File: src/rv_isa_pkg.sv
// RV32I word-only subset; both memories hold 64 words and every address wraps on the word index
package rv_isa_pkg;

    localparam int XLEN       = 32;
    localparam int NUM_REGS   = 32;
    localparam int IMEM_DEPTH = 64;
    localparam int DMEM_DEPTH = 64;
    localparam int MEM_IDX_W  = $clog2(IMEM_DEPTH);  // Same index width for both memories
    localparam int PC_STEP    = 4;

    typedef logic [XLEN-1:0]              word_t;
    typedef logic [$clog2(NUM_REGS)-1:0]  reg_addr_t;
    typedef logic [MEM_IDX_W-1:0]         mem_index_t;
    typedef logic [6:0]                   opcode_t;

    localparam opcode_t OPC_OP     = 7'b0110011;
    localparam opcode_t OPC_OP_IMM = 7'b0010011;
    localparam opcode_t OPC_LOAD   = 7'b0000011;
    localparam opcode_t OPC_STORE  = 7'b0100011;
    localparam opcode_t OPC_BRANCH = 7'b1100011;
    localparam opcode_t OPC_JAL    = 7'b1101111;
    localparam opcode_t OPC_JALR   = 7'b1100111;
    localparam opcode_t OPC_LUI    = 7'b0110111;
    localparam opcode_t OPC_AUIPC  = 7'b0010111;

    typedef enum logic [3:0] {
        ALU_ADD,
        ALU_SUB,
        ALU_AND,
        ALU_OR,
        ALU_XOR,
        ALU_SLL,
        ALU_SRL,
        ALU_SRA,
        ALU_SLT,
        ALU_SLTU,
        ALU_EQ     // Branch compare only
    } alu_op_t;

endpackage

File: src/core_ctrl_pkg.sv
// Control encodings of the multi-cycle core; zero in every field of ctrl_t means no action
package core_ctrl_pkg;

    typedef enum logic [3:0] {
        ALU_REG,
        ALU_IMM,
        LOAD,
        STORE,
        BRANCH,
        JAL,
        JALR,
        LUI,
        AUIPC,
        ILLEGAL
    } instr_class_t;

    typedef enum logic [2:0] {
        FETCH,
        DECODE,
        EXECUTE,
        MEMORY,
        WRITE_BACK,
        NEXT_PC
    } seq_state_t;

    typedef enum logic [1:0] {
        HOLD,        // Must stay the zero code
        STEP,
        OFFSET,
        REG_TARGET
    } pc_sel_t;

    typedef enum logic [2:0] {
        LINK,
        IMM_U,
        PC_IMM_U,
        ALU,
        MEM
    } wb_sel_t;

    typedef struct packed {
        instr_class_t          instr_class;
        rv_isa_pkg::alu_op_t   alu_op;
        rv_isa_pkg::reg_addr_t rs1;
        rv_isa_pkg::reg_addr_t rs2;
        rv_isa_pkg::reg_addr_t rd;
        rv_isa_pkg::word_t     imm;     // Already sign extended
        rv_isa_pkg::word_t     pc;      // PC of the instruction in the IR
        logic [2:0]            funct3;
    } decoded_t;

    typedef struct packed {
        logic    ir_load;
        pc_sel_t pc_sel;
        logic    use_imm;
        logic    result_load;
        logic    mem_we;
        logic    mem_re;
        logic    rf_we;
        wb_sel_t wb_sel;
    } ctrl_t;

    typedef struct packed {
        logic                  valid;
        rv_isa_pkg::reg_addr_t rd;
        rv_isa_pkg::word_t     data;
    } wb_event_t;

    typedef struct packed {
        logic              valid;
        rv_isa_pkg::word_t addr;    // Byte address as computed
        rv_isa_pkg::word_t data;
    } store_event_t;

endpackage

File: src/reg_file.sv
// 32 x 32 register file; x0 reads zero because writes to it are dropped and reset clears it
`timescale 1ns/10ps

module reg_file (
    input  logic                     clock,
    input  logic                     data_mem_rst,
    input  rv_isa_pkg::reg_addr_t    rs1_addr,
    input  rv_isa_pkg::reg_addr_t    rs2_addr,
    input  core_ctrl_pkg::wb_event_t write,
    output rv_isa_pkg::word_t        rs1_data,
    output rv_isa_pkg::word_t        rs2_data
);
    import rv_isa_pkg::*;

    word_t regs [NUM_REGS];

    always_ff @(posedge clock) begin
        if (data_mem_rst) begin
            for (int i = 0; i < NUM_REGS; i++) begin
                regs[i] <= '0;
            end
        end else if (write.valid && (write.rd != '0)) begin
            regs[write.rd] <= write.data;
        end
    end

    // Combinational reads
    assign rs1_data = regs[rs1_addr];
    assign rs2_data = regs[rs2_addr];

endmodule

File: config.mk
export PLATFORM = sky130hd
export DESIGN_NAME = reg_file
export DESIGN_NICKNAME = d
export VERILOG_FILES = /design/src/rv_isa_pkg.sv /design/src/core_ctrl_pkg.sv /design/src/reg_file.sv
export SDC_FILE = /design/constraint.sdc
export NUM_CORES = 2
export LEC_CHECK = 0
export ABC_AREA = 0
export BUFFER_PORTS_ARGS = -buffer_cell sky130_fd_sc_hd__buf_2
export CAP_MARGIN = 20
export CORE_MARGIN = 2
export CORE_UTILIZATION = 35
export CTS_CLUSTER_SIZE = 40
export DETAILED_ROUTE_END_ITERATION = 16
export HOLD_SLACK_MARGIN = 0.08
export PLACE_DENSITY_LB_ADDON = 0.12
export SETUP_SLACK_MARGIN = 0.4
export SLEW_MARGIN = 20
export SYNTH_ARGS = -nofsm -noshare
export SYNTH_HDL_FRONTEND = slang
export SYNTH_SLANG_ARGS = --single-unit
File: constraint.sdc
create_clock -name clock -period 1.75 [get_ports clock]
set_clock_uncertainty 0.15 [all_clocks]
set_input_delay 0.175 -clock clock [delete_from_list [all_inputs] [get_ports clock]]
set_output_delay 0.175 -clock clock [all_outputs]
set_load 0.01 [all_outputs]
=== After elaboration in Yosys (flattened, before gate mapping) ===
Memory sizes are Yosys's and may differ from the RTL's.
Cells that the tools add are included.
Widths: inputs -> output; s select.

* Mux-type cells: 8
* Reductions and logical operators: 3

{| class="wikitable"
|+ Operators by type and width
! cell !! number
|-
| $mux 32 || 1
|-
| $reduce_or 32->1 || 1
|-
| $mux 1 || 6
|-
| $mux 5 || 1
|-
| $reduce_bool 5->1 || 1
|-
| $logic_and 1x1->1 || 1
|}

* Bits in registers: 0
* RAM bits: 1,024
* Bits of input ports: 50
* Output and inout bits: 64
* Logic and storage cells: 12
* Memories kept: 1

{| class="wikitable"
|+ Memories
! memory !! words !! bits a word !! rd ports !! clocked after memory_dff !! write ports !! RTL line !! text
|-
| regs || 32 || 32 || 2 || 0 || 32 || reg_file.sv:15 || <nowiki>word_t regs [NUM_REGS];</nowiki>
|}

=== Longest topological paths before layout ===
* Depth after elaboration: 7
* Gate-level depth with buffers: 8
* Depth with buffers taken out: 5

=== Worst setup path after synthesis ===
No wires, ideal clock.

* Kind: input port to flip-flop
* Start: input data_mem_rst
* End: memory regs[12][0] in the netlist's numbering (enable)
* Library setup time: 375 ps
* Data arrival time: 1,408 ps
* Data required time: 1,225 ps
* Path slack: -183 ps
* Stages: 5
* Buffers on the path: 1
* Path through: nand2b_1 > or3_1 > buf_6 > nor2_4 > or2_2

{| class="wikitable"
|+ RTL lines
! element !! RTL line !! text
|-
| from (decl) || reg_file.sv:6 || <nowiki>input logic data_mem_rst,</nowiki>
|-
| to (decl) || reg_file.sv:15 ||
|}

==> results.txt <==
Run status: complete, but fails checks
Failing checks: setup timing
Crit Path Category: flop to output pin
Mapped Avg Cell Area: 12.1 um2
Synth-to-Final Area Change: 25.9%
Fin. Hold Viols: 0
Initial Util: 35.3%
Maxcap violations: 0
Mapped Area: 0.0559 mm2
TritonCTS clock tree: done
Share of the synthesized area in the top cell type: 55.0%
Die area: 0.163 mm2
Syn Inst Count: 4605
Final WL: 217000 um
Lkg Pwr: 27.9 nW
DRC: 0
# IOs: 114
Final Cycle Share: 150%
Clock-pin slew on the worst setup and hold paths: 60 ps
Critical-path maximum fanout: 2
Placeable Area: 0.159 mm2
Critical path's slowest cell: edfxtp_1
Measured slew at the worst slew-check pin: 676 ps
Seq. cell area: 0.0307 mm2
Cell Chain, Critical Path: mux2i_1, a22o_1, nor3_2, a31oi_2, buf_4, nand3_4, buf_6
Drt pass-1 iters: 6
Largest net degree at the start of global routing: 40
Min cycle time layout: 2630 ps
Overall die width: 404 um
GRT Total Usage: 26.2%
Slowest stage delay, CP: 400 ps
Sequential area share after synthesis: 55.0%
Layout cells sized above 1: 21.7%
Bufs on Longest Clock Path: 3
Worst Hold Class: input pin to flop
Placed instance count: 6966
Initial antenna violation count: 23
Post-Layout Cell Count: 7242
Die Ht: 404 um
Asr flop ratio synth: 0%
Remaining global-route overflow: 0
Synth Register Bits: 1024
Top post-synthesis cells by count: edfxtp_1 (1024), mux2i_1 (1024), and2_1 (994), clkbuf_1 (218), nand2_1 (196)
Global-route wire length before repair: 304000 um
Delay-heaviest family, CP: compound AO/OA/AOI/OAI gates
Required time of the critical path: 1420 ps
Clk sink count: 1024
Final Util: 44.4%
Num CTS Buffers: 119
Post-DP HPWL: 148000 um
Largest Register: regs
Fill count: 14400
CTS root buf: clkbuf_16
Via Count: 40000
Predominant post-synthesis flop cell: edfxtp_1
CP Capture Type: output pin
Critical path arrival: 2300 ps
RSZ-0062 raised after global routing: true
Synth unique cells: 29
Max Clk Rate: 381 MHz
Placer Congestion: 0.859
Worst setup margin: -877 ps
Largest area contributor in the netlist: edfxtp_1
Ys Warns: 0
WL/cell: 29.9 um
# port buffers: 113
Routed Antenna Nets: 0
Site Rows: 146
Number of flops mapped to enable cells by yosys: 1024
CP bufs+invs: 2
Vias/cell: 5.53
TNS Setup: -46100 ps
Peak VDD IR: 0.000872 V
Startpoint Class: flop
Final Max Tran Viols: 0
Max reg flops: 1024
Multi-input gate area: 0.0248 mm2
Slew Limit Headroom: 54.9%
Cell Pwr Density: 908 mW/mm2
Biggest regs: regs (1024)
Drt first-iter violations: 3838
Top cells by area, synth: edfxtp_1 (55%), mux2i_1 (18%), and2_1 (11%)
Final setup viols: 64
Vias in the first global route: 40200
Level count of the clock H-tree: 3
Nets: 5105
Min Hold Slack: 123 ps
## per-layer routing
layer	share of wire, %	GRT usage [%]	vias to the layer above
li1	-	-	17800
met1	45	37.4	20600
met2	46	41.5	1297
met3	5.8	3.07	315
met4	3.5	8.55	4
met5	0.012	0	-
## through the flow
| step | setup slack [ps] | instance area [um2] | power, mW |
|---|---|---|---|
| 3_5_place_dp | -699 | 64200 | 38.0 |
| 3_3_place_gp | -726 | 64200 | 37.9 |
| 2_1_floorplan | 28.5 | 56200 | 33.7 |
| 4_1_cts | -914 | 69800 | 64.0 |
| 6_report | -877 | 70400 | 63.9 |
| 5_1_grt | -933 | 70300 | 65.7 |
## placed cells by master (no fill, tap or decap), types with 31 or more instances in the layout
cell type and instances:
edfxtp_1 1024, mux2i_1 1019, and2_1 992, buf_4 384
nand2_1 193, a22oi_1 192, a21oi_1 192, buf_12 189
nand3_1 133, a22o_1 128, clkbuf_16 120, buf_6 81
buf_2 51, nor3_2 45, nand3_4 39, dlygate4sd3_1 35
nor2_4 33, conb_1 32, or2_4 31
## cell type report
| class | instances | share of cell area [%] |
|---|---|---|
| multi-input combinational | 3166 | 35.3 |
| clock buffer | 142 | 4.35 |
| timing repair buffer | 744 | 11.7 |
| tap | 2072 | 3.68 |
| sequential | 1024 | 43.7 |
| antenna | 14 | 0.0498 |
| clock inverter | 80 | 1.20 |
## final timing paths
kind                  cells after the start          from  slack, ps      endpoint
worst max-delay path                      7   regs[2][12]       -880  rs1_data[12]
worst min-delay path                      3  data_mem_rst        120   regs[7][12]
## repair_timing
action,CTS,global route
endpoints found under the hold margin,998,1
gates cloned,0,1
hold buffers,35,1
buffers inserted,0,3
endpoints found under the setup margin,64,92
pin swaps,77,94
gates resized for setup,227,83
## report_power, final
group | switching, mW | internal (mW)
registers | 0.731 | 28.3
clock network | 10.8 | 14.7
logic | 5.36 | 3.99
total | 16.9 | 47.0
## tightest hold or removal path, stage by stage
cell and delay [ps]:
buf_6 120, buf_6 280, or2_4 290
## logic make-up (layout without fill, tap and decap cells)
group	after synthesis	after routing	synth area share, %
compound gates	576	576	7.02
buf+inv	446	966	3.90
flops	1024	1024	55.0
mux	1024	1024	18.3
other cells	1	46	0.00671
simple gates	1534	1534	15.7
(Power assumes the default switching activity.)
