$ cat src/rv_isa_pkg.sv
// RV32I word-only subset; both memories hold 64 words and every address wraps on the word index
package rv_isa_pkg;

    localparam int XLEN       = 32;
    localparam int NUM_REGS   = 32;
    localparam int IMEM_DEPTH = 64;
    localparam int DMEM_DEPTH = 64;
    localparam int MEM_IDX_W  = $clog2(IMEM_DEPTH);  // Same index width for both memories
    localparam int PC_STEP    = 4;

    typedef logic [XLEN-1:0]              word_t;
    typedef logic [$clog2(NUM_REGS)-1:0]  reg_addr_t;
    typedef logic [MEM_IDX_W-1:0]         mem_index_t;
    typedef logic [6:0]                   opcode_t;

    localparam opcode_t OPC_OP     = 7'b0110011;
    localparam opcode_t OPC_OP_IMM = 7'b0010011;
    localparam opcode_t OPC_LOAD   = 7'b0000011;
    localparam opcode_t OPC_STORE  = 7'b0100011;
    localparam opcode_t OPC_BRANCH = 7'b1100011;
    localparam opcode_t OPC_JAL    = 7'b1101111;
    localparam opcode_t OPC_JALR   = 7'b1100111;
    localparam opcode_t OPC_LUI    = 7'b0110111;
    localparam opcode_t OPC_AUIPC  = 7'b0010111;

    typedef enum logic [3:0] {
        ALU_ADD,
        ALU_SUB,
        ALU_AND,
        ALU_OR,
        ALU_XOR,
        ALU_SLL,
        ALU_SRL,
        ALU_SRA,
        ALU_SLT,
        ALU_SLTU,
        ALU_EQ     // Branch compare only
    } alu_op_t;

endpackage

$ cat src/core_ctrl_pkg.sv
// Control encodings of the multi-cycle core; zero in every field of ctrl_t means no action
package core_ctrl_pkg;

    typedef enum logic [3:0] {
        ALU_REG,
        ALU_IMM,
        LOAD,
        STORE,
        BRANCH,
        JAL,
        JALR,
        LUI,
        AUIPC,
        ILLEGAL
    } instr_class_t;

    typedef enum logic [2:0] {
        FETCH,
        DECODE,
        EXECUTE,
        MEMORY,
        WRITE_BACK,
        NEXT_PC
    } seq_state_t;

    typedef enum logic [1:0] {
        HOLD,        // Must stay the zero code
        STEP,
        OFFSET,
        REG_TARGET
    } pc_sel_t;

    typedef enum logic [2:0] {
        LINK,
        IMM_U,
        PC_IMM_U,
        ALU,
        MEM
    } wb_sel_t;

    typedef struct packed {
        instr_class_t          instr_class;
        rv_isa_pkg::alu_op_t   alu_op;
        rv_isa_pkg::reg_addr_t rs1;
        rv_isa_pkg::reg_addr_t rs2;
        rv_isa_pkg::reg_addr_t rd;
        rv_isa_pkg::word_t     imm;     // Already sign extended
        rv_isa_pkg::word_t     pc;      // PC of the instruction in the IR
        logic [2:0]            funct3;
    } decoded_t;

    typedef struct packed {
        logic    ir_load;
        pc_sel_t pc_sel;
        logic    use_imm;
        logic    result_load;
        logic    mem_we;
        logic    mem_re;
        logic    rf_we;
        wb_sel_t wb_sel;
    } ctrl_t;

    typedef struct packed {
        logic                  valid;
        rv_isa_pkg::reg_addr_t rd;
        rv_isa_pkg::word_t     data;
    } wb_event_t;

    typedef struct packed {
        logic              valid;
        rv_isa_pkg::word_t addr;    // Byte address as computed
        rv_isa_pkg::word_t data;
    } store_event_t;

endpackage

$ cat src/instr_fetch.sv
// PC, 64-word instruction memory and decoder; the IR changes only on ir_load, PC only in NEXT_PC
`timescale 1ns/10ps

module instr_fetch (
    input  logic                    clock,
    input  logic                    data_mem_rst,
    input  logic                    imem_we,
    input  rv_isa_pkg::mem_index_t  imem_addr,
    input  rv_isa_pkg::word_t       imem_data,
    input  core_ctrl_pkg::ctrl_t    ctrl,
    input  rv_isa_pkg::word_t       jump_target,
    output core_ctrl_pkg::decoded_t decoded,
    output rv_isa_pkg::word_t       pc
);
    import rv_isa_pkg::*;
    import core_ctrl_pkg::*;

    word_t      imem [IMEM_DEPTH];
    word_t      pc_q;
    word_t      ir_q;
    opcode_t    opcode;
    logic [2:0] funct3;
    logic       alt;      // funct7 bit 5 selects SUB and SRA

    function automatic alu_op_t arith_op(input logic [2:0] f3, input logic sub_ok, input logic a);
        case (f3)
            3'b000:  return (sub_ok && a) ? ALU_SUB : ALU_ADD;
            3'b001:  return ALU_SLL;
            3'b010:  return ALU_SLT;
            3'b011:  return ALU_SLTU;
            3'b100:  return ALU_XOR;
            3'b101:  return a ? ALU_SRA : ALU_SRL;
            3'b110:  return ALU_OR;
            default: return ALU_AND;
        endcase
    endfunction

    always_ff @(posedge clock) begin
        if (imem_we) begin
            imem[imem_addr] <= imem_data;  // Loader port, open at all times
        end
    end

    always_ff @(posedge clock) begin
        if (ctrl.ir_load) begin
            ir_q <= imem[mem_index_t'(pc_q >> 2)];
        end
    end

    always_ff @(posedge clock) begin
        if (data_mem_rst) begin
            pc_q <= '0;
        end else begin
            case (ctrl.pc_sel)
                STEP:       pc_q <= pc_q + word_t'(PC_STEP);
                OFFSET:     pc_q <= pc_q + decoded.imm;  // Branch and JAL
                REG_TARGET: pc_q <= jump_target;
                default:    pc_q <= pc_q;
            endcase
        end
    end

    assign opcode = ir_q[6:0];
    assign funct3 = ir_q[14:12];
    assign alt    = ir_q[30];

    always_comb begin
        decoded.rs1         = ir_q[19:15];
        decoded.rs2         = ir_q[24:20];
        decoded.rd          = ir_q[11:7];
        decoded.funct3      = funct3;
        decoded.pc          = pc_q;
        decoded.instr_class = ILLEGAL;
        decoded.alu_op      = ALU_ADD;
        decoded.imm         = {{20{ir_q[31]}}, ir_q[31:20]};  // I-type by default
        case (opcode)
            OPC_OP: begin
                decoded.instr_class = ALU_REG;
                decoded.alu_op      = arith_op(funct3, 1'b1, alt);
            end
            OPC_OP_IMM: begin
                decoded.instr_class = ALU_IMM;
                decoded.alu_op      = arith_op(funct3, 1'b0, alt);
            end
            OPC_LOAD:   decoded.instr_class = LOAD;
            OPC_JALR:   decoded.instr_class = JALR;
            OPC_STORE: begin
                decoded.instr_class = STORE;
                decoded.imm         = {{20{ir_q[31]}}, ir_q[31:25], ir_q[11:7]};
            end
            OPC_BRANCH: begin
                decoded.instr_class = (funct3[2:1] == 2'b01) ? ILLEGAL : BRANCH;
                decoded.alu_op      = !funct3[2] ? ALU_EQ : (funct3[1] ? ALU_SLTU : ALU_SLT);
                decoded.imm         = {{19{ir_q[31]}}, ir_q[31], ir_q[7], ir_q[30:25],
                                       ir_q[11:8], 1'b0};
            end
            OPC_JAL: begin
                decoded.instr_class = JAL;
                decoded.imm         = {{11{ir_q[31]}}, ir_q[31], ir_q[19:12], ir_q[20],
                                       ir_q[30:21], 1'b0};
            end
            OPC_LUI, OPC_AUIPC: begin
                decoded.instr_class = (opcode == OPC_LUI) ? LUI : AUIPC;
                decoded.imm         = {ir_q[31:12], 12'b0};
            end
            default: ;  // Stays ILLEGAL
        endcase
    end

    assign pc = pc_q;

endmodule

$ cat config.mk
export PLATFORM = sky130hd
export DESIGN_NAME = instr_fetch
export DESIGN_NICKNAME = d
export VERILOG_FILES = /design/src/rv_isa_pkg.sv /design/src/core_ctrl_pkg.sv /design/src/instr_fetch.sv
export SDC_FILE = /design/constraint.sdc
export NUM_CORES = 2
export LEC_CHECK = 0
export ABC_AREA = 0
export BUFFER_PORTS_ARGS = -buffer_cell sky130_fd_sc_hd__buf_4
export CAP_MARGIN = 20
export CORE_MARGIN = 8
export CORE_UTILIZATION = 53
export DETAILED_ROUTE_END_ITERATION = 16
export GPL_TIMING_DRIVEN = 0
export PLACE_DENSITY = 0.84
export SYNTH_ARGS = -nofsm -noshare
export SYNTH_HDL_FRONTEND = slang
export SYNTH_SLANG_ARGS = --single-unit
$ cat constraint.sdc
create_clock -name clock -period 4 [get_ports clock]
set_input_delay 0.8 -clock clock [delete_from_list [all_inputs] [get_ports clock]]
set_output_delay 0.8 -clock clock [all_outputs]
set_load 0.005 [all_outputs]
== Word-level counts from Yosys, hierarchy flattened ==
Memories as Yosys holds them, arrays and structs flattened. A register that Yosys moved wholly into a read port is not among the register bits.
Index checks and enable logic that the tools add are counted.

* Bits in registers: 32
* RAM bits: 2048
* Output and inout port bits: 122
* Memories: 1

* Add/sub/neg operators: 2
* Equality and inequality tests: 19
* Multiplexer cells: 14
* Reduce and logical (&&, ||, !) cells: 3

{| class="wikitable"
|+ Memories
! memory !! words !! width !! read ports !! clocked after memory_dff !! write ports !! RTL line !! text
|-
| imem || 64 || 32 || 1 || 1 || 1 || instr_fetch.sv:18 || <nowiki>word_t imem [IMEM_DEPTH];</nowiki>
|}

{| class="wikitable"
|+ Operator list
! operator !! number
|-
| 31-bit case mux with 4 select lines || 1
|-
| 32-bit case mux with 3 select lines || 1
|-
| 4-bit case mux with 7 select lines || 2
|-
| 32-bit by 3-bit adder with 32-bit output, second input constant || 1
|-
| 32-bit adder || 1
|-
| 4-bit case mux with 8 select lines || 1
|-
| 7-bit by 6-bit equality test with 1-bit output, second input constant || 3
|-
| 7-bit equality test, second input constant || 3
|-
| 7-bit by 5-bit equality test with 1-bit output, second input constant || 2
|-
| 4-bit case mux with 3 select lines || 1
|-
| 3-bit equality test, second input constant || 3
|-
| 4-bit two-way mux || 2
|-
| 7-bit by 2-bit equality test with 1-bit output, second input constant || 1
|-
| 3-bit by 2-bit equality test with 1-bit output, second input constant || 2
|-
| 1-bit two-way mux || 5
|-
| 2-bit by 1-bit equality test with 1-bit output, second input constant || 2
|-
| 2-bit equality test, second input constant || 2
|-
| 3-bit by 1-bit equality test with 1-bit output, second input constant || 1
|-
| 3-bit zero test || 1
|-
| 3-bit nonzero test || 1
|-
| 2-bit two-way mux || 1
|-
| 2-bit OR reduction || 1
|}

== Depth between registers and ports, before layout ==
* Depth in word-level cells: 5
* Mapped depth: 18

== Least setup slack after synthesis ==
OpenSTA, ideal clock, no wires.

* Kind: register to register
* Start: reg ir_q[4] (read register of imem)
* End: reg pc_q[26] (netlist: pc[26])
* Setup time: 0.103 ns
* Arrival time: 3.994 ns
* Path slack: -0.098 ns
* Cell stages (with the launch flop): 16
* Clock period less this slack: 4.098 ns
* Path through: edfxtp_1 -> nand2b_1 -> nor4_1 -> nand3b_1 -> o21ai_0 -> ha_1 -> inv_1 -> fa_1 -> nor2b_1 -> o2111ai_1 -> a32oi_2 -> a311oi_1 -> nor4_2 -> a21oi_1 -> xor2_1 -> a2111oi_2

{| class="wikitable"
|+ RTL lines
! what !! RTL line !! text
|-
| start, declared || instr_fetch.sv:20 || <nowiki>word_t ir_q;</nowiki>
|-
| end signal, assigned || instr_fetch.sv:55 || <nowiki>STEP: pc_q <= pc_q + word_t'(PC_STEP);</nowiki>
|-
| end signal, assigned || instr_fetch.sv:56 || <nowiki>OFFSET: pc_q <= pc_q + decoded.imm;</nowiki>
|-
| end signal, assigned || instr_fetch.sv:57 || <nowiki>REG_TARGET: pc_q <= jump_target;</nowiki>
|-
| end, declared || instr_fetch.sv:19 || <nowiki>word_t pc_q;</nowiki>
|}

==> metrics.md <==
| Metric | Value |
|---|---|
| Core ar. | `0.156 mm²` |
| Slew headroom | `25.5%` |
| Leakage | `0.0301 µW` |
| Clock Power Share | `35.1%` |
| DRT Wirelength | `266,000 µm` |
| Net Count, Synth | `3,759` |
| Net Switching | `14,400 µW` |
| HPWL Detailed | `159,000 µm` |
| Die ar. | `0.170 mm²` |
| Yosys cell types | `73` |
| Antenna violations before repair | `24` |
| Int Power | `38,500 µW` |
| Syn Inst Count | `3,638` |
| Worst skew pair latency | `840 ps` |
| Final Slew Violations | `0` |
| CTS Buf Count | `193` |
| CP delay by family, top | `multiplexers` |
| Area post-placement | `0.0895 mm²` |
| Post-route DRC violation count | `0` |
| Avg Inst Size Synth | `22.9 µm²` |
| Total of max-cap violations | `0` |
| Skew final | `53.0 ps` |
| # fillers | `9,795` |
| CTS Hold Bufs | `0` |
| Clk slew on worst S/H paths | `60 ps` |
| Endpoints failing setup | `4` |
| CP cell instances | `clkbuf_2 > clkbuf_2 > buf_8 > clkbuf_2 > mux4_2 > mux4_2 > mux4_2` |
| First-pass GRT wire length | `362,000 µm` |
| Vias per cell | `7.10` |
| Nets@finish | `4,244` |
| Comb pwr share | `17.6%` |
| Peak VDD IR | `420 µV` |
| CP max FO | `10` |
| Via count | `45,145` |
| Tcrit/Tclk final | `101%` |
| Crit start category | `register` |
| FFs w/ async S/R, synth | `0%` |
| Placement Rows | `145` |
| Seq/Total Area, Yosys | `75.7%` |
| Root Driver | `clkbuf_16` |
| Layout cell share with drive strength beyond 1 | `35.3%` |
| DRT iter0 DRCs | `8,234` |
| Post-DRT Antenna Nets | `0` |
| Final Hold Violating Endpoints | `0` |
| R2R setup slack | `-50 ps` |
| Chip Height | `413 µm` |
| Clock tree from TritonCTS | `built` |
| Hold WC Path Type | `input port to register` |
| Violated checks | `setup timing` |
| Critical path type | `register to register` |
| Req. time, crit path | `4550 ps` |
| DP Worst Slack | `-1100 ps` |
| Io pins | `206` |
| Worst path bufs/invs | `4` |
| Outcome | `finished, violations left` |
| Actual slew at the worst max-slew pin | `1120 ps` |
| Syn-to-layout area delta | `15.7%` |
| TritonRoute pass-1 iters | `6` |
| Pin count of the biggest net entering global routing | `65` |
| CP arrival | `4590 ps` |
| Ys flop type | `edfxtp_1` |
| Critical path endpoint category | `register` |
| Clock Sinks | `2,112` |
| RSZ-0062 raised after global routing | `yes` |
| PwrDens | `549 mW/mm²` |
| Routability Congestion | `0.940` |
| Initial core utilization | `53.4%` |
| Slowest CP cell | `mux4_2` |
| Wirelength per Cell | `41.8 µm` |
| Grt ovf | `0` |
| Critical path's largest stage delay | `690 ps` |
| Fin area | `0.0964 mm²` |
| PnR Total Power | `52,900 µW` |
| Final setup margin | `-45.7 ps` |
| Post-Syn Area | `0.0833 mm²` |
| Seq pwr share | `47.3%` |
| Max Fclk | `247 MHz` |
| Htree depth | `4` |
| Post-synth EDFFs | `2,080` |
| Seq cells post-synth | `2,112` |
| Clk buf depth | `3` |
| Switching Share | `27.3%` |
| GRT Total Usage | `30.9%` |
| Synth warn | `0` |
| Vias in the first global route | `44,779` |
| Period minus WS final | `4050 ps` |
| Port bufs | `193` |
| Chip width | `413 µm` |
-- repair_timing --
item                                    4_1_cts  5_1_grt
pin swaps                                     9       13
endpoints found under the setup margin       61       38
gates resized for setup                      93       47
setup buffers                                13        4
-- sequential cells by signal (all words and copies together) (netlist names) --
| register | count |
|---|---|
| pc | 32 |
| ir_q | 32 |
| imem | 2048 |
-- worst paths after layout --
kind,startpoint,endpoint,cells past startpoint
max,pc[3],ir_q[15],7
min,jump_target[9],pc[9],3
max reg2reg,pc[3],ir_q[15],7
min reg2reg,pc[0],pc[0],2
-- layout make-up --
cell class | count | area (µm²) | area share (%)
clock buffer | 236 | 5100 | 5.29
clock inverter | 118 | 1110 | 1.15
tap | 2058 | 2570 | 2.67
buffer | 233 | 1320 | 1.37
multi-input combinational | 1272 | 19700 | 20.5
sequential | 2112 | 63100 | 65.5
antenna | 17 | 42.5 | 0.0441
timing repair buffer | 292 | 3350 | 3.47
inverter | 19 | 71.3 | 0.0740
-- kinds of logic (layout without fill, tap and decap cells) --
kind of cell	Yosys count	after routing	synth area share, %
XOR/XNOR	48	48	0.504
AND/OR/NAND/NOR	305	305	1.74
AO/OA/AOI/OAI	203	203	1.71
flip-flops	2112	2112	75.7
adder cells (fa/ha/maj)	37	37	0.565
multiplexers	679	679	18.2
buffers and inverters	254	898	1.52
other	0	17	0
-- per-layer routing --
| metal | track usage, % | part of all wire (%) | up-vias |
|---|---|---|---|
| met2 | 50.3 | 48 | 4566 |
| met1 | 36.4 | 30 | 23108 |
| met3 | 9.73 | 14 | 967 |
| met5 | 0 | 0.10 | - |
| li1 | - | - | 16486 |
| met4 | 18.1 | 7.6 | 18 |
-- worst register-to-register path, delay by kind of cell, from the launching register on --
kind     cells  cell delay (ps)
mux          3             1720
buf+inv      4             1510
flops        1              540
-- Yosys cell counts, drive strengths merged (4+ instances only) --
master	instances	area share, %
o221a	4	0.054
xnor2	32	0.34
nand2b	8	0.060
clkbuf	97	0.44
and4	5	0.053
mux2i	6	0.072
nand3	27	0.17
a211oi	16	0.14
ha	36	0.54
a21oi	46	0.29
a2111oi	5	0.090
inv	19	0.086
nor3	22	0.14
a31oi	6	0.045
nand2	65	0.29
o21ai	43	0.26
buf	138	1.0
o22ai	5	0.038
mux4	672	18
nor4	4	0.038
o211ai	9	0.081
nand4	11	0.083
xor2	16	0.17
and2	6	0.045
nor2b	18	0.14
a21o	37	0.33
dfxtp	32	0.77
and3	8	0.060
nor2	116	0.52
edfxtp	2080	75
-- power groups by stage --
stage / clock network (µW) / logic [µW] / registers [µW]
after floorplan: 0 / 4780 / 25300
after global placement: 0 / 8140 / 25400
after detailed placement: 0 / 8520 / 25500
after CTS: 18600 / 8900 / 25000
after global routing: 19300 / 9480 / 25000
final: 18600 / 9320 / 25000
-- stage by stage --
step	utilization [%]	instances	setup TNS, ps	hold slack (ps)
floorplan	-	3638	0	521
global placement	55.9	5889	-1591610	536
detailed placement	57.3	5964	-33200	546
CTS	61.5	6330	-18.8	244
global route	61.7	6343	-211	279
finish	61.7	6357	-78.0	274
-- cell usage in the layout, fill, tap and decap left out, drive strengths merged, types with 8 or more instances in the layout --
cell and count:
xor2 16, a211oi 16, inv 25, nand2b 8
nand3 27, edfxtp 2080, bufinv 15, mux4 672
o211ai 9, diode 17, nor2b 18, o21ai 43
nor3 22, buf 419, and3 8, dfxtp 32
xnor2 32, nand4 11, ha 36, nor2 116
nand2 65, clkbuf 337, a21o 37, clkinv 89
clkinvlp 8, a21oi 46
(Power assumes the default switching activity.)
