[src/rv_isa_pkg.sv]
// RV32I word-only subset; both memories hold 64 words and every address wraps on the word index
package rv_isa_pkg;

    localparam int XLEN       = 32;
    localparam int NUM_REGS   = 32;
    localparam int IMEM_DEPTH = 64;
    localparam int DMEM_DEPTH = 64;
    localparam int MEM_IDX_W  = $clog2(IMEM_DEPTH);  // Same index width for both memories
    localparam int PC_STEP    = 4;

    typedef logic [XLEN-1:0]              word_t;
    typedef logic [$clog2(NUM_REGS)-1:0]  reg_addr_t;
    typedef logic [MEM_IDX_W-1:0]         mem_index_t;
    typedef logic [6:0]                   opcode_t;

    localparam opcode_t OPC_OP     = 7'b0110011;
    localparam opcode_t OPC_OP_IMM = 7'b0010011;
    localparam opcode_t OPC_LOAD   = 7'b0000011;
    localparam opcode_t OPC_STORE  = 7'b0100011;
    localparam opcode_t OPC_BRANCH = 7'b1100011;
    localparam opcode_t OPC_JAL    = 7'b1101111;
    localparam opcode_t OPC_JALR   = 7'b1100111;
    localparam opcode_t OPC_LUI    = 7'b0110111;
    localparam opcode_t OPC_AUIPC  = 7'b0010111;

    typedef enum logic [3:0] {
        ALU_ADD,
        ALU_SUB,
        ALU_AND,
        ALU_OR,
        ALU_XOR,
        ALU_SLL,
        ALU_SRL,
        ALU_SRA,
        ALU_SLT,
        ALU_SLTU,
        ALU_EQ     // Branch compare only
    } alu_op_t;

endpackage

[src/core_ctrl_pkg.sv]
// Control encodings of the multi-cycle core; zero in every field of ctrl_t means no action
package core_ctrl_pkg;

    typedef enum logic [3:0] {
        ALU_REG,
        ALU_IMM,
        LOAD,
        STORE,
        BRANCH,
        JAL,
        JALR,
        LUI,
        AUIPC,
        ILLEGAL
    } instr_class_t;

    typedef enum logic [2:0] {
        FETCH,
        DECODE,
        EXECUTE,
        MEMORY,
        WRITE_BACK,
        NEXT_PC
    } seq_state_t;

    typedef enum logic [1:0] {
        HOLD,        // Must stay the zero code
        STEP,
        OFFSET,
        REG_TARGET
    } pc_sel_t;

    typedef enum logic [2:0] {
        LINK,
        IMM_U,
        PC_IMM_U,
        ALU,
        MEM
    } wb_sel_t;

    typedef struct packed {
        instr_class_t          instr_class;
        rv_isa_pkg::alu_op_t   alu_op;
        rv_isa_pkg::reg_addr_t rs1;
        rv_isa_pkg::reg_addr_t rs2;
        rv_isa_pkg::reg_addr_t rd;
        rv_isa_pkg::word_t     imm;     // Already sign extended
        rv_isa_pkg::word_t     pc;      // PC of the instruction in the IR
        logic [2:0]            funct3;
    } decoded_t;

    typedef struct packed {
        logic    ir_load;
        pc_sel_t pc_sel;
        logic    use_imm;
        logic    result_load;
        logic    mem_we;
        logic    mem_re;
        logic    rf_we;
        wb_sel_t wb_sel;
    } ctrl_t;

    typedef struct packed {
        logic                  valid;
        rv_isa_pkg::reg_addr_t rd;
        rv_isa_pkg::word_t     data;
    } wb_event_t;

    typedef struct packed {
        logic              valid;
        rv_isa_pkg::word_t addr;    // Byte address as computed
        rv_isa_pkg::word_t data;
    } store_event_t;

endpackage

[src/core_sequencer.sv]
// Per-instruction state machine; all controls stay low in reset and in the first cycle after it
`timescale 1ns/10ps

module core_sequencer (
    input  logic                    clock,
    input  logic                    data_mem_rst,
    input  core_ctrl_pkg::decoded_t decoded,
    input  logic                    branch_taken,
    output core_ctrl_pkg::ctrl_t    ctrl
);
    import core_ctrl_pkg::*;

    seq_state_t   state_q;
    seq_state_t   state_d;
    logic         run_q;    // Low until the first edge after reset
    instr_class_t cls;

    assign cls = decoded.instr_class;

    always_ff @(posedge clock) begin
        if (data_mem_rst) begin
            state_q <= FETCH;
            run_q   <= 1'b0;
        end else begin
            run_q <= 1'b1;
            if (run_q) begin
                state_q <= state_d;
            end
        end
    end

    always_comb begin
        case (state_q)
            FETCH: state_d = DECODE;
            DECODE: begin
                case (cls)
                    JAL, LUI, AUIPC: state_d = WRITE_BACK;
                    ILLEGAL:         state_d = NEXT_PC;
                    default:         state_d = EXECUTE;
                endcase
            end
            EXECUTE: begin
                case (cls)
                    LOAD, STORE: state_d = MEMORY;
                    BRANCH:      state_d = NEXT_PC;
                    default:     state_d = WRITE_BACK;
                endcase
            end
            MEMORY:     state_d = (cls == LOAD) ? WRITE_BACK : NEXT_PC;
            WRITE_BACK: state_d = NEXT_PC;
            default:    state_d = FETCH;
        endcase
    end

    always_comb begin
        ctrl = '0;
        if (run_q) begin
            case (state_q)
                FETCH: ctrl.ir_load = 1'b1;
                EXECUTE: begin
                    ctrl.result_load = 1'b1;
                    ctrl.use_imm     = cls inside {ALU_IMM, LOAD, STORE, JALR};
                end
                MEMORY: begin
                    ctrl.mem_we = (cls == STORE);
                    ctrl.mem_re = (cls == LOAD);
                end
                WRITE_BACK: begin
                    ctrl.rf_we = 1'b1;
                    case (cls)
                        LOAD:      ctrl.wb_sel = MEM;
                        JAL, JALR: ctrl.wb_sel = LINK;
                        LUI:       ctrl.wb_sel = IMM_U;
                        AUIPC:     ctrl.wb_sel = PC_IMM_U;
                        default:   ctrl.wb_sel = ALU;
                    endcase
                end
                NEXT_PC: begin
                    case (cls)
                        BRANCH:  ctrl.pc_sel = branch_taken ? OFFSET : STEP;
                        JAL:     ctrl.pc_sel = OFFSET;
                        JALR:    ctrl.pc_sel = REG_TARGET;
                        default: ctrl.pc_sel = STEP;  // ILLEGAL too
                    endcase
                end
                default: ;
            endcase
        end
    end

endmodule

[config.mk]
export PLATFORM = sky130hd
export DESIGN_NAME = core_sequencer
export DESIGN_NICKNAME = d
export VERILOG_FILES = /design/src/rv_isa_pkg.sv /design/src/core_ctrl_pkg.sv /design/src/core_sequencer.sv
export SDC_FILE = /design/constraint.sdc
export NUM_CORES = 1
export LEC_CHECK = 0
export ABC_CLOCK_PERIOD_IN_PS = 1350
export BUFFER_PORTS_ARGS = -buffer_cell sky130_fd_sc_hd__buf_2
export CAP_MARGIN = 40
export CELL_PAD_IN_SITES_DETAIL_PLACEMENT = 0
export CELL_PAD_IN_SITES_GLOBAL_PLACEMENT = 1
export CORE_MARGIN = 5
export CORE_UTILIZATION = 11
export CTS_CLUSTER_DIAMETER = 40
export DETAILED_ROUTE_END_ITERATION = 12
export PLACE_DENSITY_LB_ADDON = 0.1
export SLEW_MARGIN = 20
export SYNTH_ARGS = -nofsm -noshare
export SYNTH_HDL_FRONTEND = slang
export SYNTH_SLANG_ARGS = --single-unit
[constraint.sdc]
create_clock -name clock -period 1.35 [get_ports clock]
set_input_delay 0.2025 -clock clock [delete_from_list [all_inputs] [get_ports clock]]
set_output_delay 0.2025 -clock clock [all_outputs]
set_load 0.02 [all_outputs]
# After elaboration in Yosys (flattened, before gate mapping)
# Index checks and enable logic that the tools add are counted.
[word_totals]
inputBits = 93
wordCells = 35
output_inout_bits = 11
regBits = 4
[classes]
mux = 14
n_eq_ne = 14
n_reduce_logical = 5
[ops]
columns = ["cell", "n"]
rows = [
  ["4-bit by 3-bit equality test with 1-bit output (second input constant)", 4],
  ["3-bit case mux with 5 select lines", 1],
  ["3-bit case mux with 2 select lines", 2],
  ["3-bit case mux with 4 select lines", 1],
  ["11-bit 2-to-1 mux", 1],
  ["4-bit by 2-bit equality test with 1-bit output (second input constant)", 2],
  ["4-bit equality test (second input constant)", 2],
  ["2-bit 2-to-1 mux", 4],
  ["3-bit by 2-bit equality test with 1-bit output (second input constant)", 2],
  ["3-bit equality test (second input constant)", 2],
  ["2-bit case mux with 3 select lines", 1],
  ["4-bit by 1-bit equality test with 1-bit output (second input constant)", 1],
  ["4-bit 2-to-1 mux", 1],
  ["4-bit nonzero test", 1],
  ["2-bit OR reduction", 2],
  ["3-bit by 1-bit equality test with 1-bit output (second input constant)", 1],
  ["3-bit logical NOT", 1],
  ["1-bit 2-to-1 mux", 3],
  ["3-bit OR reduction", 1],
]

# Depth between registers and ports, before layout
# Gate-level depths: netlist of the first run.
[logic_depth]
depth_word = 5
ltp_mapped = 5
depth_no_buf = 4

# Least setup slack after synthesis of the first run
# No wires, ideal clock.
[synth_timing]
path_kind = "reg2out"
startpoint = "register state_q[1]"
endpoint = "output port ctrl[5] in the netlist's numbering"
path_buffers = 1
required_ns = 1.148
t_arrival_ns = 1.369
path_stages_with_launch = 4
path_slack_ns = -0.221
cell_sequence = "dfxtp_1 > clkbuf_1 > nand2b_1 > nor4_1"
[synth_lines]
columns = ["element", "line_no", "source"]
rows = [
  ["start: declaration", "core_sequencer.sv:13", "seq_state_t state_q;"],
  ["start signal: assignment", "core_sequencer.sv:27", "state_q <= state_d;"],
  ["end: declaration", "core_sequencer.sv:9", "output core_ctrl_pkg::ctrl_t ctrl"],
]

==> results of run 1 <==
-- state kept, by name (all words and copies together) (netlist names) --
| name | cells |
|---|---|
| run_q | 1 |
| state_q | 3 |
-- worst max-delay path, delay by kind of cell, from the launching register on --
family	cells	cell delay, ns
flops	1	0.34
simple gates	2	0.40
buf+inv	1	0.15
compound gates	1	0.19
-- repair_timing --
| item | 4_1_cts | 5_1_grt |
|---|---|---|
| gates resized for setup | 36 | 12 |
| setup endpoints to repair | 13 | 13 |
| setup buffers | 7 | 2 |
| pin swaps | 9 | 3 |
| cloned | 0 | 0 |
| hold buffers | 0 | 0 |
-- layout make-up --
type                       count  area, sq um  share of cell area, %
inverter                       4         15.0                   1.42
sequential                     4         90.1                   8.54
timing repair buffer          47          370                   35.1
clock buffer                   3         41.3                   3.91
multi-input combinational     49          478                   45.3
tap                           48         60.1                   5.69
-- logic make-up (layout without fill, tap and decap cells) --
family | Yosys count | after routing | synth area share [%]
AND/OR/NAND/NOR | 32 | 32 | 46.7
buffers and inverters | 7 | 54 | 7.39
flip-flops | 4 | 4 | 18.9
AO/OA/AOI/OAI | 17 | 17 | 26.9
-- per-stage QoR --
step | cell area (sq um) | util, % | hold slack [ns] | setup slack, ns
floorplan | 470 | - | 0.259 | -0.00395
global placement | 756 | 20.5 | 0.402 | -0.0943
detailed placement | 756 | 20.5 | 0.404 | -0.0971
CTS | 983 | 26.7 | 0.181 | -0.180
global route | 1050 | 28.6 | 0.219 | -0.213
finish | 1050 | 28.6 | 0.211 | -0.153
-- cells in the mapped netlist, types with 2 or more instances --
cell type,n
sky130_fd_sc_hd__nor2_1,6
sky130_fd_sc_hd__nand2_1,4
sky130_fd_sc_hd__inv_1,4
sky130_fd_sc_hd__and4bb_2,2
sky130_fd_sc_hd__dfxtp_1,4
sky130_fd_sc_hd__o21ai_0,5
sky130_fd_sc_hd__nor3b_1,2
sky130_fd_sc_hd__a21oi_1,3
sky130_fd_sc_hd__nor3_1,5
sky130_fd_sc_hd__nand2b_1,4
-- final timing paths --
check,slack [ns],end,cells after the start
max,-0.15,ctrl[0],4
min,0.21,run_q$_DFF_P_,2
max reg2reg,-0.08,state_q[0]$_SDFFE_PP0P_,6
min reg2reg,0.72,state_q[1]$_SDFFE_PP0P_,3
-- power by group through the flow --
stage	Sequential, W	Clock [W]	Combinational, W
final	0.000136	0.000241	0.000241
after global routing	0.000138	0.000258	0.000262
after CTS	0.000136	0.000251	0.000225
after detailed placement	0.000138	0	0.000172
after global placement	0.000138	0	0.000174
after floorplan	0.000137	0	0.0000836
-- placed cells by master (no fill, tap or decap), types with 2 or more instances in the layout --
| cell | count |
|---|---|
| sky130_fd_sc_hd__o21ai_0 | 5 |
| sky130_fd_sc_hd__nor3_2 | 3 |
| sky130_fd_sc_hd__buf_2 | 5 |
| sky130_fd_sc_hd__nor2_4 | 3 |
| sky130_fd_sc_hd__clkbuf_8 | 3 |
| sky130_fd_sc_hd__and4bb_2 | 2 |
| sky130_fd_sc_hd__a21oi_1 | 3 |
| sky130_fd_sc_hd__dfxtp_4 | 2 |
| sky130_fd_sc_hd__nand2b_4 | 3 |
| sky130_fd_sc_hd__dfxtp_2 | 2 |
| sky130_fd_sc_hd__buf_4 | 34 |
| sky130_fd_sc_hd__buf_6 | 8 |
| sky130_fd_sc_hd__nor3b_1 | 2 |
| sky130_fd_sc_hd__inv_1 | 3 |
| sky130_fd_sc_hd__nor2_1 | 3 |
| sky130_fd_sc_hd__nand2_1 | 3 |
-- layer usage --
metal | vias up | GRT usage [%]
li1 | 320 | -
met1 | 304 | 8.35
met2 | 11 | 12.3
met3 | 0 | 2.08
met4 | 0 | 0.626
met5 | - | 0
==> reports/qor.csv, run 1 <==
metric,value,unit
syn_nets,153,
grt_overflow_total,0,
cp.arrival,1.30,ns
synthArstFlopShare,0,%
cts_tree,built,
synth_enable_flop_cells,0,
power_density,586,nW/um^2
antenna_found_initial,0,
number_of_fill_cells,421,
tns,-0.965,ns
routed.top_layer,met3,
seq_area_frac_synth,18.9,%
setup.worst_path.start,state_q[0]$_SDFFE_PP0P_,
outcome,"finished, violations left",
synth_register_bits,4,
initial_utilization,11.5,%
gpl.final_weighted_congestion,0.661,
report.power.total,0.000618,W
post-dp-hpwl,1360,um
grt_pass1_vias,636,
floorplan.die.width,72.0,um
std_cell_rows,22,
cpPeakStageDelay,0.34,ns
cpMaxStageDelayCell,sky130_fd_sc_hd__dfxtp_4,
failed_checks,negative setup slack,
placedCellCount,143,
rr_startpoint,state_q[0]$_SDFFE_PP0P_,
final.period_utilization,111,%
clock.fmax,666,MHz
power.share.combinational,39.0,%
routed_via_density,4.10,
hold_start,data_mem_rst,
pin_count_of_the_biggest_net_entering_global_routing,13,
root_buffer,sky130_fd_sc_hd__clkbuf_8,
yosys_warnings,0,
netlist.top_cell.by_area,sky130_fd_sc_hd__dfxtp_1,
power_leakage,0.448,nW
slew_viol_final,0,
syn_to_final_growth,149,%
classification_of_the_worst_setup_path,flip-flop to output port,
die_y,72.0,um
syn_avg_cell_area,7.05,sq um
share_clk_of_total_power,38.9,%
drt_iter0_drc,26,
firstDrtPassIters,3,
path_clk_slew,0.03,ns
route.layer.met1.wl,813,um
antenna_cells,0,
grt_first_pass_wirelength,2920,um
routed_wirelength,1760,um
setup_viol,10,
vias,635,
worstSetupStartpointType,flip-flop,
cts_max_level,1,
route.detailed.wl_per_inst,11.4,um
net-switching-power,0.000175,W
rsz0062_at_grt,yes,
synth.lib_cells_used.distinct,31,
worst-slew-pin-transition,0.368,ns
hp-class,input pin to flip-flop,
routed-wl-met2,864,um
cp-end-kind,output port,
layout_setup_ws,-0.153,ns
layout-drive-gt1-share,72.9,%
clock_path_buffers,2,
core_area,3690,sq um
vdd_drop_max,625,uV
timing.final.crit_period,1.50,ns
cell_internal_pwr,0.000443,W
finalClockSkew,0.00147,ns
worst-path-max-fanout,4,
max-cap-violations,0,
route.antenna.remaining_nets,0,
numClockSinks,4,
synthCells,60,
synthesis.area,423,sq um
relSlewSlack,75.2,%
synth.top_cell.area_share,18.9,%
power.share.switching,28.3,%
timing.critical_path.cells,"nand2b_4, or2_4, a221oi_4, buf_6",
seq_power_share,22.0,%
drcViolationCount,0,
die_area,5180,sq um
fin_cells,155,
dominantRegCellSynth,sky130_fd_sc_hd__dfxtp_1,
cts_buffers,3,
detailroute.wirelength.met3,84,um
io_buffer_count,17,
floorplan.io_pins,104,
netlist_top_cells_area,"sky130_fd_sc_hd__dfxtp_1 19%, sky130_fd_sc_hd__and4bb_2 5.9%, sky130_fd_sc_hd__nand2b_1 5.9%",
required,1.15,ns
grt.total_usage,6.88,%
clk_latency,0.21,ns
fin_nets,202,
timing.final.hold_violations,0,
No activity file was read; power rests on OpenSTA's default activity.
==> run 2: changes to the inputs <==
--- a/config.mk
+++ b/config.mk
@@ -15,6 +15,7 @@
 export CTS_CLUSTER_DIAMETER = 40
 export DETAILED_ROUTE_END_ITERATION = 12
 export PLACE_DENSITY_LB_ADDON = 0.1
+export SETUP_SLACK_MARGIN = 0.5
 export SLEW_MARGIN = 20
 export SYNTH_ARGS = -nofsm -noshare
 export SYNTH_HDL_FRONTEND = slang
==> run 2 against run 1 <==
Against the previous run:
- the run still ends with negative setup slack left
- via count increased by 3.8%
- clock-buffer cell count is 1 higher
- routed wire length is 11% higher
- first-iteration DRC count decreased by 96%
- sequential power barely moved
- clock power grew 8.7%
- non-clock buffer count grew 5
- hold slack lost 0.016 ns
- die area unchanged
- cell count increased by 3.9%
- critical path type unchanged
==> reports/qor.csv, run 2 (synthesis gave the netlist of run 1 again) <==
metric,value,unit,change
cts_buffers,3,,unchanged
firstDrtPassIters,2,,-1
floorplan.io_pins,104,,unchanged
max-cap-violations,0,,unchanged
route.antenna.remaining_nets,0,,unchanged
relSlewSlack,77.7,%,+2.5 points
core_area,3690,sq um,unchanged
classification_of_the_worst_setup_path,flip-flop to output port,,
initial_utilization,11.5,%,unchanged
slew_viol_final,0,,unchanged
syn_to_final_growth,182,%,
die_y,72.0,um,unchanged
floorplan.die.width,72.0,um,unchanged
grt_first_pass_wirelength,3340,um,+14%
worst-path-max-fanout,5,,+1
rsz0062_at_grt,yes,,
numClockSinks,4,,unchanged
finalClockSkew,0.00346,ns,+0.00199 ns
max_reg_flops,3,,unchanged
route.detailed.wl_per_inst,12.2,um,+7.2%
hold_ws,0.195,ns,-0.0163 ns
clock_path_buffers,2,,unchanged
cts_max_level,1,,unchanged
postPlaceCellArea,840,sq um,+11%
number_of_fill_cells,415,,-1.4%
clock.fmax,647,MHz,-2.9%
drt_iter0_drc,1,,-96%
antenna_cells,0,,unchanged
hp-class,input pin to flip-flop,,
setup_viol,11,,+1
final_common_cell,sky130_fd_sc_hd__buf_4,,
layout_setup_ws,-0.197,ns,-0.0441 ns
cts_hold_repair.buffers,0,,unchanged
layout-drive-gt1-share,75.2,%,+2.3 points
root_buffer,sky130_fd_sc_hd__clkbuf_8,,
timing.final.crit_period,1.55,ns,+0.0441 ns
antenna_found_initial,0,,unchanged
path_clk_slew,0.03,ns,about the same
vdd_drop_max,425,uV,-32%
drcViolationCount,0,,unchanged
worstSetupStartpointType,flip-flop,,
die_area,5180,sq um,unchanged
layout_top_registers,"state_q: 3 flops, run_q: 1 flops",,
design_area,1190,sq um,+13%
final.period_utilization,115,%,+3.3 points
layout_common_cells,"24 x sky130_fd_sc_hd__buf_4, 23 x sky130_fd_sc_hd__buf_6, 4 x sky130_fd_sc_hd__o21ai_0, 4 x sky130_fd_sc_hd__buf_2, 4 x sky130_fd_sc_hd__dfxtp_4",,
required,1.15,ns,about the same
outcome,"finished, violations left",,
cp.arrival,1.34,ns,+0.04 ns
multiInputGateArea,497,sq um,+3.9%
timing.reg2reg.setup_slack,-0.08,ns,about the same
grt_overflow_total,0,,unchanged
post-dp-hpwl,1510,um,+11%
sequential_cell_area,95.1,sq um,+5.6%
cts_tree,built,,
pin_count_of_the_biggest_net_entering_global_routing,7,,-6
std_cell_rows,22,,unchanged
routed_wirelength,1960,um,+11%
cp-end-kind,output port,,
routed_via_density,4.09,,about the same
power_leakage,0.507,nW,+13%
grt_pass1_vias,707,,+11%
gpl.final_weighted_congestion,0.679,,+2.6%
io_buffer_count,17,,unchanged
max_flop_register,state_q,,
fin_nets,207,,+2.5%
vias,659,,+3.8%
failed_checks,negative setup slack,,
power_density,570,nW/um^2,-2.7%
clk_latency,0.21,ns,about the same
timing.final.hold_violations,0,,unchanged
grt.total_usage,7.93,%,+1.1 points
worst-slew-pin-transition,0.330,ns,-0.0372 ns
-- run 2: timing repair --
item,4_1_cts,5_1_grt
setup endpoints to repair,14,14
pin swaps,10,4
buffers inserted,10,6
resized for setup,39,11
-- run 2: power by group --
group	internal [W]	switching [W]
Clock	0.000202	0.0000603
Sequential	0.000125	0.0000121
Combinational	0.000154	0.000126
Total	0.000481	0.000198
-- run 2: cell type report --
cell class,count,area share (%)
Multi-Input combinational cell,49,41.7
Timing Repair Buffer,52,40.2
Sequential cell,4,7.98
Tap cell,48,5.04
Clock buffer,4,3.78
Inverter,4,1.26
-- run 2: through the flow --
step / setup slack, ns / total power (W) / util [%] / setup TNS (ns) / cells
2_1_floorplan: 0.0831 / 0.000254 / - / 0 / 60
3_3_place_gp: -0.0937 / 0.000343 / 22.8 / -0.340 / 141
3_5_place_dp: -0.0853 / 0.000341 / 22.8 / -0.275 / 141
4_1_cts: -0.202 / 0.000666 / 29.7 / -1.06 / 155
5_1_grt: -0.220 / 0.000718 / 32.3 / -1.74 / 161
6_report: -0.197 / 0.000679 / 32.3 / -1.16 / 161
-- run 2: per-layer routing --
layer  part of all wire, %  GRT usage (%)
met1                    44           10.2
met2                    51           13.8
met3                   4.7           1.25
met4                  0.20           1.88
met5                     0              0
-- run 2: worst paths after layout --
kind,from,to,cells after the start
setup / recovery,state_q[0]$_SDFFE_PP0P_,ctrl[0],4
hold / removal,data_mem_rst,run_q$_DFF_P_,2
setup reg to reg,state_q[1]$_SDFFE_PP0P_,state_q[0]$_SDFFE_PP0P_,6
hold reg to reg,run_q$_DFF_P_,state_q[1]$_SDFFE_PP0P_,2
-- run 2: worst max-delay path: stages, from the launching register on --
cell and delay [ns]:
sky130_fd_sc_hd__dfxtp_4 0.35, sky130_fd_sc_hd__nand2b_4 0.15, sky130_fd_sc_hd__or2_4 0.26, sky130_fd_sc_hd__a221oi_4 0.21, sky130_fd_sc_hd__buf_6 0.16
